`config.mk`:
```
export PLATFORM = sky130hd
export DESIGN_NAME = vga_controller
export DESIGN_NICKNAME = d
export VERILOG_FILES = /design/src/logic/vga_pkg.sv /design/src/logic/sample_tick_gen.sv /design/src/logic/button_debouncer.sv /design/src/logic/command_pulser.sv /design/src/logic/raster_timing.sv /design/src/logic/vga_controller.sv
export VERILOG_INCLUDE_DIRS = /design/src /design/src/include
export SDC_FILE = /design/constraint.sdc
export NUM_CORES = 1
export LEC_CHECK = 0
export BUFFER_PORTS_ARGS = -buffer_cell sky130_fd_sc_hd__buf_4
export CAP_MARGIN = 20
export CORE_MARGIN = 3
export CORE_UTILIZATION = 58
export CTS_BUF_LIST = sky130_fd_sc_hd__clkbuf_8
export DETAILED_ROUTE_END_ITERATION = 12
export PLACE_DENSITY = 0.8
export SYNTH_ARGS = -nofsm -noshare
export SYNTH_HDL_FRONTEND = slang
export SYNTH_SLANG_ARGS = --single-unit
export TNS_END_PERCENT = 30
```
`constraint.sdc`:
```
create_clock -name clk -period 2.4 [get_ports clk]
set_input_delay 0.24 -clock clk [delete_from_list [all_inputs] [get_ports clk]]
set_output_delay 0.24 -clock clk [all_outputs]
set_load 0.005 [all_outputs]
```
`src/include/vga_settings.svh`:
```
`ifndef VGA_SETTINGS_SVH
`define VGA_SETTINGS_SVH

// Horizontal raster in pixel clocks
`define VGA_H_VISIBLE 640
`define VGA_H_FRONT 16
`define VGA_H_SYNC 96
`define VGA_H_WHOLE 800

// Vertical raster in lines
`define VGA_V_VISIBLE 480
`define VGA_V_FRONT 10
`define VGA_V_SYNC 2
`define VGA_V_WHOLE 525

// Edge filter window, top left quarter of the screen
`define VGA_WIN_WIDTH 320
`define VGA_WIN_HEIGHT 240

// Buttons
`define VGA_NUM_BUTTONS 2

// Debounce sampling period in clocks
`define VGA_DEBOUNCE_DIV 100000

// Consecutive high samples needed for a stable press
`define VGA_DEBOUNCE_TAPS 4

`endif

```
`src/logic/vga_pkg.sv`:
```
package vga_pkg;

    // Pixel or line coordinate, wide enough for 800 columns
    typedef logic [9:0] coord_t;

    // Position of each button in the button vector
    typedef enum logic [0:0] {
        BTN_FOCUS       = 1'b0,
        BTN_ROTATE2IDLE = 1'b1
    } button_idx_e;

endpackage

```
`src/logic/sample_tick_gen.sv`:
```
`timescale 1ns/1ps

module sample_tick_gen #(
    parameter int DIVIDE = 100000
) (
    input  logic clk,
    input  logic reset,
    output logic sample_tick
);

    localparam int CNT_W = $clog2(DIVIDE);

    logic [CNT_W-1:0] count;

    // Tick is registered on the wrap so it lands DIVIDE cycles after reset
    always_ff @(posedge clk, posedge reset) begin
        if (reset) begin
            count       <= '0;
            sample_tick <= 1'b0;
        end else if (count == CNT_W'(DIVIDE - 1)) begin
            count       <= '0;
            sample_tick <= 1'b1;
        end else begin
            count       <= count + 1'b1;
            sample_tick <= 1'b0;
        end
    end

    a_tick_single : assert property (@(posedge clk) disable iff (reset)
        sample_tick |=> !sample_tick);

endmodule

```
`src/logic/button_debouncer.sv`:
```
`timescale 1ns/1ps
`include "vga_settings.svh"

module button_debouncer (
    input  logic clk,
    input  logic reset,
    input  logic sample_tick,
    input  logic button,
    output logic stable,
    output logic rise
);

    localparam int TAPS = `VGA_DEBOUNCE_TAPS;

    logic [TAPS-1:0] samples;
    logic            stable_d;

    // Newest sample enters at the top
    always_ff @(posedge clk, posedge reset) begin
        if (reset) begin
            samples <= '0;
        end else if (sample_tick) begin
            samples <= {button, samples[TAPS-1:1]};
        end
    end

    assign stable = &samples;

    always_ff @(posedge clk, posedge reset) begin
        if (reset) begin
            stable_d <= 1'b0;
        end else begin
            stable_d <= stable;
        end
    end

    // Single cycle strobe on the first stable cycle
    assign rise = stable & ~stable_d;

    // Stable only changes right after a sample tick
    a_rise_stable : assert property (@(posedge clk) disable iff (reset)
        rise |-> stable && $past(sample_tick));

endmodule

```
`src/logic/command_pulser.sv`:
```
`timescale 1ns/1ps
`include "vga_settings.svh"

module command_pulser (
    input  logic                        clk,
    input  logic                        reset,
    input  logic [`VGA_NUM_BUTTONS-1:0] rise,
    output logic                        mean_start,
    output logic                        rotate2idle
);

    import vga_pkg::*;

    // One cycle behind the debouncer strobes
    always_ff @(posedge clk, posedge reset) begin
        if (reset) begin
            mean_start  <= 1'b0;
            rotate2idle <= 1'b0;
        end else begin
            mean_start  <= rise[BTN_FOCUS];
            rotate2idle <= rise[BTN_ROTATE2IDLE];
        end
    end

    a_mean_start_single : assert property (@(posedge clk) disable iff (reset)
        mean_start |=> !mean_start);

    a_rotate2idle_single : assert property (@(posedge clk) disable iff (reset)
        rotate2idle |=> !rotate2idle);

endmodule

```
`src/logic/raster_timing.sv`:
```
`timescale 1ns/1ps
`include "vga_settings.svh"

module raster_timing (
    input  logic            clk,
    input  logic            reset,
    output logic            h_sync,
    output logic            v_sync,
    output vga_pkg::coord_t x_pixel,
    output vga_pkg::coord_t y_pixel,
    output vga_pkg::coord_t w_x_pixel,
    output logic            display_enable,
    output logic            sobel_en
);

    import vga_pkg::*;

    localparam coord_t H_LAST       = coord_t'(`VGA_H_WHOLE - 1);
    localparam coord_t V_LAST       = coord_t'(`VGA_V_WHOLE - 1);
    localparam coord_t H_SYNC_START = coord_t'(`VGA_H_VISIBLE + `VGA_H_FRONT);
    localparam coord_t H_SYNC_END   = coord_t'(`VGA_H_VISIBLE + `VGA_H_FRONT + `VGA_H_SYNC);
    localparam coord_t V_SYNC_START = coord_t'(`VGA_V_VISIBLE + `VGA_V_FRONT);
    localparam coord_t V_SYNC_END   = coord_t'(`VGA_V_VISIBLE + `VGA_V_FRONT + `VGA_V_SYNC);
    localparam coord_t H_VISIBLE    = coord_t'(`VGA_H_VISIBLE);
    localparam coord_t V_VISIBLE    = coord_t'(`VGA_V_VISIBLE);
    localparam coord_t WIN_WIDTH    = coord_t'(`VGA_WIN_WIDTH);
    localparam coord_t WIN_HEIGHT   = coord_t'(`VGA_WIN_HEIGHT);

    coord_t h_count;
    coord_t v_count;
    logic   line_end;

    assign line_end = (h_count == H_LAST);

    always_ff @(posedge clk, posedge reset) begin
        if (reset) begin
            h_count <= '0;
        end else if (line_end) begin
            h_count <= '0;
        end else begin
            h_count <= h_count + 1'b1;
        end
    end

    // Line advances once per column wrap
    always_ff @(posedge clk, posedge reset) begin
        if (reset) begin
            v_count <= '0;
        end else if (line_end) begin
            if (v_count == V_LAST) begin
                v_count <= '0;
            end else begin
                v_count <= v_count + 1'b1;
            end
        end
    end

    // Column as seen by the filter, one clock late
    always_ff @(posedge clk, posedge reset) begin
        if (reset) begin
            w_x_pixel <= '0;
        end else begin
            w_x_pixel <= h_count;
        end
    end

    assign x_pixel = h_count;
    assign y_pixel = v_count;

    // Syncs are active low
    assign h_sync = !((h_count >= H_SYNC_START) && (h_count < H_SYNC_END));
    assign v_sync = !((v_count >= V_SYNC_START) && (v_count < V_SYNC_END));

    assign display_enable = (h_count < H_VISIBLE) && (v_count < V_VISIBLE);

    // Delayed column paired with the current line
    assign sobel_en = (w_x_pixel < WIN_WIDTH) && (v_count < WIN_HEIGHT);

    a_col_range : assert property (@(posedge clk) disable iff (reset)
        h_count < coord_t'(`VGA_H_WHOLE));

    a_line_range : assert property (@(posedge clk) disable iff (reset)
        v_count < coord_t'(`VGA_V_WHOLE));

endmodule

```
`src/logic/vga_controller.sv`:
```
`timescale 1ns/1ps
`include "vga_settings.svh"

module vga_controller #(
    parameter int DEBOUNCE_DIV = `VGA_DEBOUNCE_DIV
) (
    input  logic            clk,
    input  logic            reset,
    input  logic            focusing_btn,
    input  logic            rotate2idle_btn,
    output logic            h_sync,
    output logic            v_sync,
    output vga_pkg::coord_t x_pixel,
    output vga_pkg::coord_t y_pixel,
    output vga_pkg::coord_t w_x_pixel,
    output logic            display_enable,
    output logic            sobel_en,
    output logic            mean_start,
    output logic            rotate2idle
);

    import vga_pkg::*;

    logic [`VGA_NUM_BUTTONS-1:0] buttons;
    logic [`VGA_NUM_BUTTONS-1:0] rise;
    logic                        sample_tick;

    assign buttons[BTN_FOCUS]       = focusing_btn;
    assign buttons[BTN_ROTATE2IDLE] = rotate2idle_btn;

    sample_tick_gen #(
        .DIVIDE(DEBOUNCE_DIV)
    ) u_tick (
        .clk        (clk),
        .reset      (reset),
        .sample_tick(sample_tick)
    );

    // One debouncer per button, all on the shared tick
    for (genvar i = 0; i < `VGA_NUM_BUTTONS; i++) begin : g_debounce
        button_debouncer u_debounce (
            .clk        (clk),
            .reset      (reset),
            .sample_tick(sample_tick),
            .button     (buttons[i]),
            .stable     (),
            .rise       (rise[i])
        );
    end

    command_pulser u_pulser (
        .clk        (clk),
        .reset      (reset),
        .rise       (rise),
        .mean_start (mean_start),
        .rotate2idle(rotate2idle)
    );

    raster_timing u_raster (
        .clk           (clk),
        .reset         (reset),
        .h_sync        (h_sync),
        .v_sync        (v_sync),
        .x_pixel       (x_pixel),
        .y_pixel       (y_pixel),
        .w_x_pixel     (w_x_pixel),
        .display_enable(display_enable),
        .sobel_en      (sobel_en)
    );

endmodule

```
* Word level (Yosys, flattened, before mapping)
Index checks and enable logic that the tools add are counted.
** Storage, ports and cells
- Register bits after elaboration :: 60
- Input bits :: 4
- Output and inout bits :: 36
- Logic and storage cells :: 41
** Cells by class
- $add $sub $neg :: 3
- Magnitude comparators :: 8
- Equality and inequality tests :: 3
- Muxes and demuxes :: 4
- Bitwise operators :: 4
- Reductions and logical operators :: 8
** Operators by type and width (number)
- 10-bit by 9-bit < comparator with 1-bit output, second input constant :: 3
- 10-bit by 1-bit adder with 10-bit output, second input constant :: 2
- 10-bit == test, second input constant :: 2
- 10-bit < comparator, second input constant :: 2
- 10-bit 2-to-1 mux :: 2
- 17-bit by 1-bit adder with 17-bit output, second input constant :: 1
- 17-bit == test, second input constant :: 1
- 17-bit 2-to-1 mux :: 1
- 10-bit >= comparator, second input constant :: 1
- 10-bit by 9-bit >= comparator with 1-bit output, second input constant :: 1
- 10-bit by 8-bit < comparator with 1-bit output, second input constant :: 1
- 4-bit AND reduction :: 2
- 1-bit logical AND :: 4
- 1-bit bitwise AND :: 2
- 1-bit zero test :: 2
- 1-bit inverter :: 2
- 1-bit 2-to-1 mux :: 1

* Depth between registers and ports, before layout
Gate-level depths: netlist (run 1).
- Depth in word-level cells :: 3
- Mapped depth :: 7
- Gate-level depth less buffers :: 6

* Hierarchy
A second synthesis (run 1) with hierarchy kept.
** Unflattened totals
- Cells, all modules :: 231
- Area, all modules :: 2647.5 µm²
** By module, submodules not included
- raster_timing :: times used 1, cells an instance 128, area an instance 1357.6 µm², sequential area each 750.7 µm²
- sample_tick_gen :: times used 1, cells an instance 76, area an instance 850.8 µm², sequential area each 450.4 µm²
- button_debouncer :: times used 2, cells an instance 12, area an instance 192.7 µm², sequential area each 125.1 µm²
- command_pulser :: times used 1, cells an instance 3, area an instance 53.8 µm², sequential area each 50.0 µm²

* Worst setup path after synthesis (run 1)
OpenSTA, ideal clock, no wires.
- Path type :: register to register
- Start :: reg u_raster.h_count[0], in the netlist u_raster.x_pixel[0]
- End :: reg u_raster.v_count[9], in the netlist u_raster.y_pixel[9]
- Arrival time :: 1.656 ns
- Required time :: 2.313 ns
- Path slack :: 0.657 ns
- Cell stages (with the launch flop) :: 7
- Buffers on the path :: 1
- Clock period less this slack :: 1.743 ns
- Path through :: dfrtp_1 -> ha_1 -> and3_1 -> buf_6 -> nand4_4 -> or4_1 -> a22oi_1
** On the way
- Longest elaborated chain between the ends :: 1
** RTL lines
- start: declaration :: RTL line raster_timing.sv:29 : coord_t h_count;
- start signal: assignment :: RTL line raster_timing.sv:41 : h_count <= h_count + 1'b1;
- 10-bit == test :: RTL line raster_timing.sv:33 : assign line_end = (h_count == H_LAST);
- end signal: assignment :: RTL line raster_timing.sv:53 : v_count <= v_count + 1'b1;
- end: declaration :: RTL line raster_timing.sv:30 : coord_t v_count;
Every way passes these cells.
A chain may end at the register's enable or synchronous reset.

* Worst setup path in the final report (run 1)
Same ends and word-level chain as after synthesis.

==> results of run 1 <==
power by group:
part / internal, µW / switching (µW) / leakage [µW]
Sequential: 1010 / 0 / 0.000800
Combinational: 5.33 / 19.5 / 0.000647
Clock: 528 / 373 / 0.000109
Total: 1540 / 393 / 0.00156
how the worst max path moves through the flow:
stage / end / depth (start not counted) / slack (ns)
finish: u_raster.y_pixel[9]$_DFFE_PP0N_ / 5 / 0.49
global placement: u_raster.y_pixel[9]$_DFFE_PP0N_ / 5 / 0.56
detailed placement: u_raster.y_pixel[3]$_DFFE_PP0N_ / 5 / 0.46
floorplan: u_raster.y_pixel[9]$_DFFE_PP0N_ / 6 / 0.66
CTS: u_raster.y_pixel[3]$_DFFE_PP0N_ / 5 / 0.45
global route: u_raster.y_pixel[9]$_DFFE_PP0N_ / 5 / 0.30
placed cells by master (no fill, tap or decap), drive strengths merged, types with 9 or more instances in the layout:
| cell type | Yosys | routed |
|---|---|---|
| dfrtp | 60 | 60 |
| buf | 1 | 41 |
| nor2 | 17 | 17 |
| nand4 | 16 | 16 |
| nand3 | 15 | 15 |
| xor2 | 14 | 14 |
| nand2 | 12 | 12 |
| clkbuf | 4 | 11 |
| xnor2 | 9 | 9 |
routing by layer:
layer,up-vias,wire [µm]
li1,884,-
met1,866,2180
met2,40,2400
met3,8,236
met4,0,91
met5,-,0
critical path, stage by stage (launching register included):
cell and delay [ns]:
dfrtp_1 0.44, ha_1 0.24, and3_1 0.32, nand4_4 0.14, or4_1 0.52, a22oi_1 0.17
area by class of cell:
type                       instances  area (µm²)  share of cell area [%]
clock inverter                     5        50.0                    1.60
clock buffer                      11         151                    4.83
inverter                           6        22.5                   0.718
tap                               50        62.6                    2.00
timing repair buffer              41         308                    9.82
sequential                        60        1500                    47.9
multi-input combinational        151        1040                    33.2
logic make-up after synthesis:
logic type      Yosys count
simple gates             96
flops                    60
xor+xnor                 23
compound gates           19
buf+inv                  11
mux                       8
fa+ha+maj                 5
metrics by stage:
step | instances | area, µm² | util (%)
final | 324 | 3140 | 75.7
after global routing | 324 | 3140 | 75.7
after CTS | 324 | 3140 | 75.7
after detailed placement | 308 | 2930 | 70.8
after global placement | 308 | 2930 | 70.8
after floorplan | 222 | 2590 | -
flip-flops by register name (all words and copies together), names as in the netlist, 2 cells and up:
| name | flops |
|---|---|
| u_tick.count | 17 |
| u_raster.w_x_pixel | 10 |
| u_raster.x_pixel | 10 |
| u_raster.y_pixel | 10 |
| g_debounce.u_debounce.samples | 8 |
| g_debounce.u_debounce.stable_d | 2 |
==> run metrics, run 1 <==
Crit Path Class=reg -> reg; f_max=between 0.5 and 0.6 GHz; Hold Fails Final Rpt=0; # rows=23; largest family of logic cells by synthesized area=simple AND/OR/NAND/NOR gates; # setup viols final=0; Slew Limit Headroom=56.3%; power per cell area=618 nW/µm²; top cells by area, synth=dfrtp_1 58%, xor2_1 4.7%, nand4_1 3.6%; Max Cap Viol=0; # fillers=281; post-synthesis mux area share=3.47%; Worst-Margin Slew=between 0.6 and 0.7 ns; Critical Path End Type=register; grt total ovfl=0; Final GP Congestion=around 0.8; total CTS buffers=9; max-slew violations=0; crit path launch=u_raster.x_pixel[0]$_DFF_PP0_; Yosys top cell area share=57.9%; vias in the first global route=1770; PnR Total Power=1940 µW; hold_buf cts=0; Reg2Reg Depth=5; Post-Place Setup Slack=about 0.46 ns; r2r startpoint=u_raster.x_pixel[0]$_DFF_PP0_; crit start category=register; Overall Global Routing Usage=21.0%; CP required=about 2.7 ns; Setup Skew=0.00933 ns; worst skew pair latency=between 0.3 and 0.4 ns; Seq/Total Area, Yosys=~58%; async set-reset flop share out of synthesis=between 90% and 100%; Synth Cell Area=2590 µm²; Avg Inst Size Synth=11.7 µm²; RSZ-0062 raised after global routing=no; # Post-CTS Setup Buffers=0; antenna violations before repair=0; Fin Setup TNS=0 ns; EDFF count, synth=0; Total Wirelength=between 4000 and 5000 µm; Hold Crit Class=in -> async; antenna-violating nets left=0; post_cts resized=0; DRC Markers=0; initial detailed-routing violation count=118; worst vdd ir=around 0.4 mV; Yosys warning count=0; Initial Utilization=62.6%; core region area=4140 µm²; Longest Clk Path Bufs=2; top cell type by total area after synthesis=dfrtp_1; dpl hpwl=3400 µm; xor/xnor cell area share of the yosys netlist=7.77%; CP arrival=2.16 ns; synth-to-layout area growth=20.9%; total inserted antenna cells=0; status=finished, final reports clean; Vias per Instance=~5.5; Mapped Nets=231; reg2reg end=u_raster.y_pixel[9]$_DFFE_PP0N_; Clock transition at path regs=about 0.07 ns; Root Buffer=clkbuf_8; Final period util=79.5%; Synth Area in Adders=approximately 2.4%; final worst setup slack=between 0.4 and 0.5 ns; port bufs=39; H-tree depth=3; dominant synthesized flop cell=dfrtp_1; # clock sinks=60; share of cells above drive strength 1=25.9%; simple-gate area share of the yosys netlist=21.9%; #FFs+latches synth=60; flop2flop setup slack=0.49 ns; met2 GRT Util=between 30 and 40%; Via Count=1798; most used routing layer=met2; I/O pin total=40; WL/cell=about 15 µm; complex-gate fraction of the synthesized area=~4.6%; DRT Pass-1 Iters=4; synthesized instance count=222; Post-synth top cells=60 x dfrtp_1, 17 x nor2_1, 15 x nand3_1, 15 x nand4_1, 14 x xor2_1; Hold Slack=roughly 0.0043 ns; CTS tree=built; most frequent cell after synthesis=dfrtp_1; critical path fanouts, max=7; die width=72.9 µm; largest net degree at the start of global routing=33; final net count=278; leakage power=0.00156 µW; minimum clock period=between 1.5 and 2 ns; met3 Usage GRT=6.06%; grt met1 use=a little over a quarter; Unique masters post-synth=40; first-pass GRT wire length=8390 µm; die area=about 5300 µm²; Die Span Y=72.9 µm
Power figures use the tool's default switching activity.
==> run 2: changes to the inputs <==
==> constraint.sdc (replaced) <==
create_clock -name clk -period 1.9 [get_ports clk]
set_input_delay 0.19 -clock clk [delete_from_list [all_inputs] [get_ports clk]]
set_output_delay 0.19 -clock clk [all_outputs]
set_load 0.005 [all_outputs]
==> run metrics, run 2 (same netlist as run 1, synthesis figures left out) <==
H-tree depth=3 (unchanged); dpl hpwl=3480 µm (+2.5%); first-pass GRT wire length=8860 µm (+5.6%); slowest stage delay, CP=0.53 ns (about the same); largest reg by FF count=u_tick.count; Longest Clk Path Bufs=2 (unchanged); total inserted antenna cells=0 (unchanged); Worst Path Buf+Inv=0 (unchanged); synth-to-layout area growth=24.8%; antenna violations before repair=0 (unchanged); critical path's top delay family=simple AND/OR/NAND/NOR gates; Finished Layout Cells=332 (+2.5%); f_max=0.569 GHz (+8.5%); port bufs=39 (unchanged); grt total ovfl=0 (unchanged); worst min-delay path startpoint=rotate2idle_btn; most frequent cells in the layout=60 x dfrtp_1, 47 x buf_4, 17 x nor2_1, 15 x nand4_1, 15 x nand3_1; CP required=2.15 ns (-0.50 ns); CP max-delay cell=or4_1; grt met1 use=28.0% (+0.88 points); CTS tree=built; Final Core Density=78.1% (+2.4 points); crit path launch=u_raster.x_pixel[6]$_DFF_PP0_; CP arrival=2.01 ns (-0.15 ns); die area=5310 µm² (unchanged); Crit Path Class=reg -> reg; core region area=4140 µm² (unchanged); max-slew violations=0 (unchanged); worst vdd ir=0.677 mV (+69%); Hold Crit Class=in -> reg; Reg area=1500 µm² (unchanged); worst skew pair latency=0.33 ns (about the same); RSZ-0062 raised after global routing=no; dpl cell area=3000 µm² (+2.2%); I/O pin total=40 (unchanged); Slew Limit Headroom=71.0% (+15 points); DRT Pass-1 Iters=4 (unchanged); Multi-input gate area=1040 µm² (+0.12%); Setup Skew=0.00659 ns (-0.00275 ns); # fillers=267 (-5.0%); power per cell area=802 nW/µm² (+30%); Total Wirelength=5160 µm (+5.2%); vias in the first global route=1924 (+8.7%); die width=72.9 µm (unchanged); Hold Fails Final Rpt=0 (unchanged); Max Cap Viol=0 (unchanged); met2 GRT Util=35.3% (+2.7 points); Critical Path End Type=register; Clock transition at path regs=0.07 ns (about the same); status=finished, final reports clean; total CTS buffers=9 (unchanged); Initial Utilization=62.6% (unchanged); Overall Global Routing Usage=22.0% (+1.1 points); Worst-Margin Slew=0.433 ns (-0.221 ns); Final period util=92.5% (+13 points); critical path fanouts, max=6 (-1); # rows=23 (unchanged); Root Buffer=clkbuf_8; leakage power=0.00160 µW (+2.6%); most used routing layer=met2; CP Cell Sequence=nor2_1, nand4_4, or4_1, a22oi_1; # setup viols final=0 (unchanged); # clock sinks=60 (unchanged); initial detailed-routing violation count=94 (-20%); r2r startpoint=u_raster.x_pixel[6]$_DFF_PP0_; DRC Markers=0 (unchanged); minimum clock period=1.76 ns (-0.149 ns); largest net degree at the start of global routing=61 (+85%); crit start category=register; Fin Setup TNS=0 ns (unchanged); share of cells above drive strength 1=28.0% (+2.1 points); # Post-CTS Setup Buffers=0 (unchanged); WL/cell=15.5 µm (+2.6%); Die Span Y=72.9 µm (unchanged); met3 Usage GRT=4.96% (-1.1 points); Via Count=1884 (+4.8%); antenna-violating nets left=0 (unchanged); Hold Slack=0.0971 ns (+0.0928 ns); Vias per Instance=5.67 (+2.3%); Final GP Congestion=0.789 (+0.87%); dpl cells=315 (+2.3%); leading cell type in the layout, fill and taps excluded=dfrtp_1; final net count=286 (+2.9%); fin area=3240 µm² (+3.2%); max reg flops=17 (unchanged)
run 2: per-layer routing:
layer / vias to the layer above / wire [µm]
li1: 906 / -
met1: 921 / 2280
met2: 45 / 2530
met3: 12 / 229
met4: 0 / 123
met5: - / 0
run 2: repair_timing:
item / in CTS / in global routing
resized for setup: 0 / 1
endpoints found under the hold margin: 60 / 0
setup endpoints to repair: 0 / 1
hold buffers: 1 / 0
run 2: worst paths after layout:
check	to	slack (ns)	depth (start not counted)
setup / recovery	u_raster.y_pixel[9]$_DFFE_PP0N_	0.14	4
hold / removal	g_debounce[1].u_debounce.samples[3]$_DFFE_PP0P_	0.1	2
setup reg to reg	u_raster.y_pixel[9]$_DFFE_PP0N_	0.14	4
hold reg to reg	u_pulser.rotate2idle$_DFF_PP0_	0.39	1
max in group asynchronous	u_raster.y_pixel[6]$_DFFE_PP0N_	1.17	4
min in group asynchronous	g_debounce[0].u_debounce.samples[1]$_DFFE_PP0P_	0.47	4
run 2: worst reg2reg max path: stages, from the launching register on:
cell     delay [ns]
dfrtp_1        0.44
nor2_1         0.39
nand4_4        0.16
or4_1          0.53
a22oi_1        0.16
run 2: layout make-up:
class | instances | area share, %
Multi-Input combinational cell | 151 | 32.2
Sequential cell | 60 | 46.4
Clock buffer | 10 | 4.25
Tap cell | 50 | 1.93
Clock inverter | 6 | 2.71
Inverter | 6 | 0.696
Timing Repair Buffer | 49 | 11.8
run 2: metrics by stage:
stage / total power, µW / setup WS [ns]
finish: 2590 / 0.142
global route: 2670 / 0.0606
CTS: 2610 / 0.0569
detailed placement: 1340 / 0.105
global placement: 1340 / 0.169
floorplan: 1320 / 0.157
run 2: power breakdown:
| part | total [µW] | switching [µW] | internal [µW] |
|---|---|---|---|
| sequential | 1280 | 0 | 1280 |
| combinational | 35.1 | 25.3 | 9.80 |
| clock | 1280 | 512 | 771 |
==> run 3: changes to the inputs <==
--- a/config.mk
+++ b/config.mk
@@ -6,13 +6,15 @@
 export SDC_FILE = /design/constraint.sdc
 export NUM_CORES = 1
 export LEC_CHECK = 0
+export ABC_AREA = 1
 export BUFFER_PORTS_ARGS = -buffer_cell sky130_fd_sc_hd__buf_4
-export CAP_MARGIN = 20
+export CELL_PAD_IN_SITES_DETAIL_PLACEMENT = 0
+export CELL_PAD_IN_SITES_GLOBAL_PLACEMENT = 1
 export CORE_MARGIN = 3
-export CORE_UTILIZATION = 58
+export CORE_UTILIZATION = 45
 export CTS_BUF_LIST = sky130_fd_sc_hd__clkbuf_8
 export DETAILED_ROUTE_END_ITERATION = 12
-export PLACE_DENSITY = 0.8
+export PLACE_DENSITY = 0.81
 export SYNTH_ARGS = -nofsm -noshare
 export SYNTH_HDL_FRONTEND = slang
 export SYNTH_SLANG_ARGS = --single-unit
==> run metrics, run 3 <==
status=finished, final reports clean; # setup viols final=0 (unchanged); Initial Utilization=47.0% (-16 points); CP Cell Sequence=ha_1, nand2_2, nor2_8, nand3_2, nor2_4, inv_1, nand2_1, nand2_1; final net count=368 (+29%); Setup Skew=0.00500 ns (-0.00158 ns); #FFs+latches synth=60 (unchanged); Yosys warning count=0 (unchanged); largest family of logic cells by synthesized area=simple AND/OR/NAND/NOR gates; I/O pin total=40 (unchanged); xor/xnor cell area share of the yosys netlist=5.32% (-2.5 points); Worst-Margin Slew=0.417 ns (-0.0162 ns); Yosys top cell area share=53.6% (-4.3 points); die width=84.9 µm (+16%); Post-synth top cells=62 x nand2_1, 60 x dfrtp_1, 40 x inv_1; Avg Inst Size Synth=9.06 µm² (-22%); minimum clock period=1.67 ns (-0.0908 ns); f_max=0.600 GHz (+5.4%); Crit Path Class=reg -> reg; most frequent cells in the layout=62 x nand2_1, 60 x dfrtp_1, 40 x buf_4, 39 x inv_1, 38 x nor2_1; H-tree depth=3 (unchanged); Seq/Total Area, Yosys=53.6% (-4.3 points); dominant synthesized flop cell=dfrtp_1; top cells by area, synth=dfrtp_1 54%, nand2_1 8.3%, inv_1 5.4%; Die Span Y=84.9 µm (+16%); # clock sinks=60 (unchanged); first-pass GRT wire length=10000 µm (+13%); share of cells above drive strength 1=20.4% (-7.6 points); RSZ-0062 raised after global routing=no; largest net degree at the start of global routing=43 (-30%); antenna violations before repair=0 (unchanged); most frequent CP cell=nand2_1; EDFF count, synth=0 (unchanged); grt total ovfl=0 (unchanged); leading cell type in the layout, fill and taps excluded=nand2_1; fin area=3410 µm² (+5.5%); Clock transition at path regs=0.07 ns (about the same); Net Sw Frac=20.9% (+0.18 points); max reg flops=17 (unchanged); async set-reset flop share out of synthesis=100% (unchanged); Synth Cell Area=2800 µm² (+8.0%); clock share of power=47.9% (-1.5 points); Mapped Nets=318 (+38%); slowest stage delay, CP=0.44 ns (-0.09 ns); CP required=2.12 ns (-0.03 ns); CP max-delay cell=dfrtp_1; max-slew violations=0 (unchanged); port bufs=39 (unchanged); Via Count=2181 (+16%); Hold Crit Class=in -> reg; most frequent cell after synthesis=nand2_1; leakage power=0.00173 µW (+8.5%); DRT Pass-1 Iters=4 (unchanged); die area=7200 µm² (+36%); CP arrival=1.89 ns (-0.12 ns); Max Cap Viol=0 (unchanged); Final GP Congestion=0.818 (+3.7%); total CTS buffers=9 (unchanged); Vias per Instance=4.98 (-12%); Final period util=87.8% (-4.8 points); DRC Markers=0 (unchanged); # Post-CTS Setup Buffers=0 (unchanged); Slew Limit Headroom=72.1% (+1.1 points); initial detailed-routing violation count=71 (-24%); Unique masters post-synth=31 (-23%); WL/cell=13.0 µm (-17%); critical path fanouts, max=12 (+6); Hold Fails Final Rpt=0 (unchanged); complex-gate fraction of the synthesized area=4.78% (+0.20 points); post-synthesis mux area share=0.805% (-2.7 points); combinational power share=1.4% (about the same); Critical Path End Type=register; antenna-violating nets left=0 (unchanged); CTS tree=built; power per cell area=738 nW/µm² (-8.0%); worst skew pair latency=0.34 ns (about the same); core region area=5960 µm² (+44%); simple-gate area share of the yosys netlist=27.1% (+5.3 points); Overall Global Routing Usage=17.6% (-4.4 points); Root Buffer=clkbuf_8; dpl cell area=3190 µm² (+6.5%); synth-to-layout area growth=21.9%; P_int=1990 µW (-3.2%); synthesized instance count=309 (+39%); Seq pwr share=50.7% (+1.5 points); largest reg by FF count=u_tick.count; vias in the first global route=2196 (+14%); total inserted antenna cells=0 (unchanged); net switching power=526 µW (-2.1%); Fin Setup TNS=0 ns (unchanged); # rows=28 (+22%); Longest Clk Path Bufs=2 (unchanged); worst vdd ir=0.494 mV (-27%); Synth Area in Adders=2.24% (-0.18 points); dpl hpwl=3980 µm (+14%); crit start category=register; Total Wirelength=5680 µm (+10%); top cell type by total area after synthesis=dfrtp_1
## run 3: cell types whose count changed in the layout (fill, tap and decap cells not counted), moves of 7 or more
cell     change
inv_1       +34
buf_4        -7
nor2_1      +21
nand2_1     +50
## run 3: area by class of cell
type,instances,area [µm²]
clock buffer,12,165
tap,75,93.8
clock inverter,3,45.0
inverter,40,150
fill,548,2540
sequential,60,1500
timing repair buffer,42,330
multi-input combinational,206,1130
## run 3: path summary, 6_finish.rpt
path,start,slack (ns),depth (start not counted),end
worst min register to register,g_debounce[0].u_debounce.stable_d$_DFF_PP0_,0.41,1,u_pulser.mean_start$_DFF_PP0_
worst max register to register,u_raster.x_pixel[1]$_DFF_PP0_,0.23,8,u_raster.y_pixel[9]$_DFFE_PP0N_
worst max-delay path,u_raster.x_pixel[1]$_DFF_PP0_,0.23,8,u_raster.y_pixel[9]$_DFFE_PP0N_
max in group asynchronous,reset,0.94,4,u_raster.w_x_pixel[9]$_DFF_PP0_
worst min-delay path,focusing_btn,0.08,2,g_debounce[0].u_debounce.samples[3]$_DFFE_PP0P_
min in group asynchronous,reset,0.41,3,g_debounce[1].u_debounce.samples[3]$_DFFE_PP0P_
## run 3: critical path: cells and delay by family (launching register included)
kind,cells,cell delay (ns)
and+or+nand+nor,6,0.71
DFF,1,0.44
adders and majority gates,1,0.24
buffers and inverters,1,0.15
## run 3: per-layer routing
layer / GRT usage [%] / vias up / part of all wire, % / wire length, µm
met2: 27.5 / 36 / 46 / 2610
li1: - / 1093 / - / -
met3: 5.53 / 11 / 4.5 / 257
met5: 0 / - / 0 / 0
met4: 7.77 / 0 / 1.8 / 102
met1: 22.5 / 1041 / 48 / 2710
## run 3: metrics by stage
stage                     std cells  hold slack, ns  utilization (%)  total power [µW]  setup slack [ns]
after floorplan                 309           0.342                -              1320             0.225
after global placement          422           0.220             53.6              1340             0.342
after detailed placement        422           0.216             53.6              1340             0.241
after CTS                       438          0.0752             57.3              2550             0.216
after global routing            438          0.0699             57.3              2610            0.0214
final                           438          0.0836             57.3              2520             0.233
## run 3: logic make-up (layout without fill, tap and decap cells)
logic type                 after synthesis  count (layout)
DFF                                     60              60
AOI/OAI and AO/OA                       25              25
buffers and inverters                   43              97
and+or+nand+nor                        157             157
xor gates and xnor gates                17              17
adders and majority gates                5               5
muxes                                    2               2
## run 3: timing repair
item                                   CTS  global route
gates resized for setup                  0             0
endpoints found under the hold margin   18             0
hold buffers                             1             0
## run 3: power groups by stage
stage               clock network, µW  registers, µW  logic [µW]
floorplan                           0           1300        18.7
global placement                    0           1300        35.8
detailed placement                  0           1300        36.0
CTS                              1240           1280        37.7
global route                     1290           1280        41.2
finish                           1210           1280        35.2
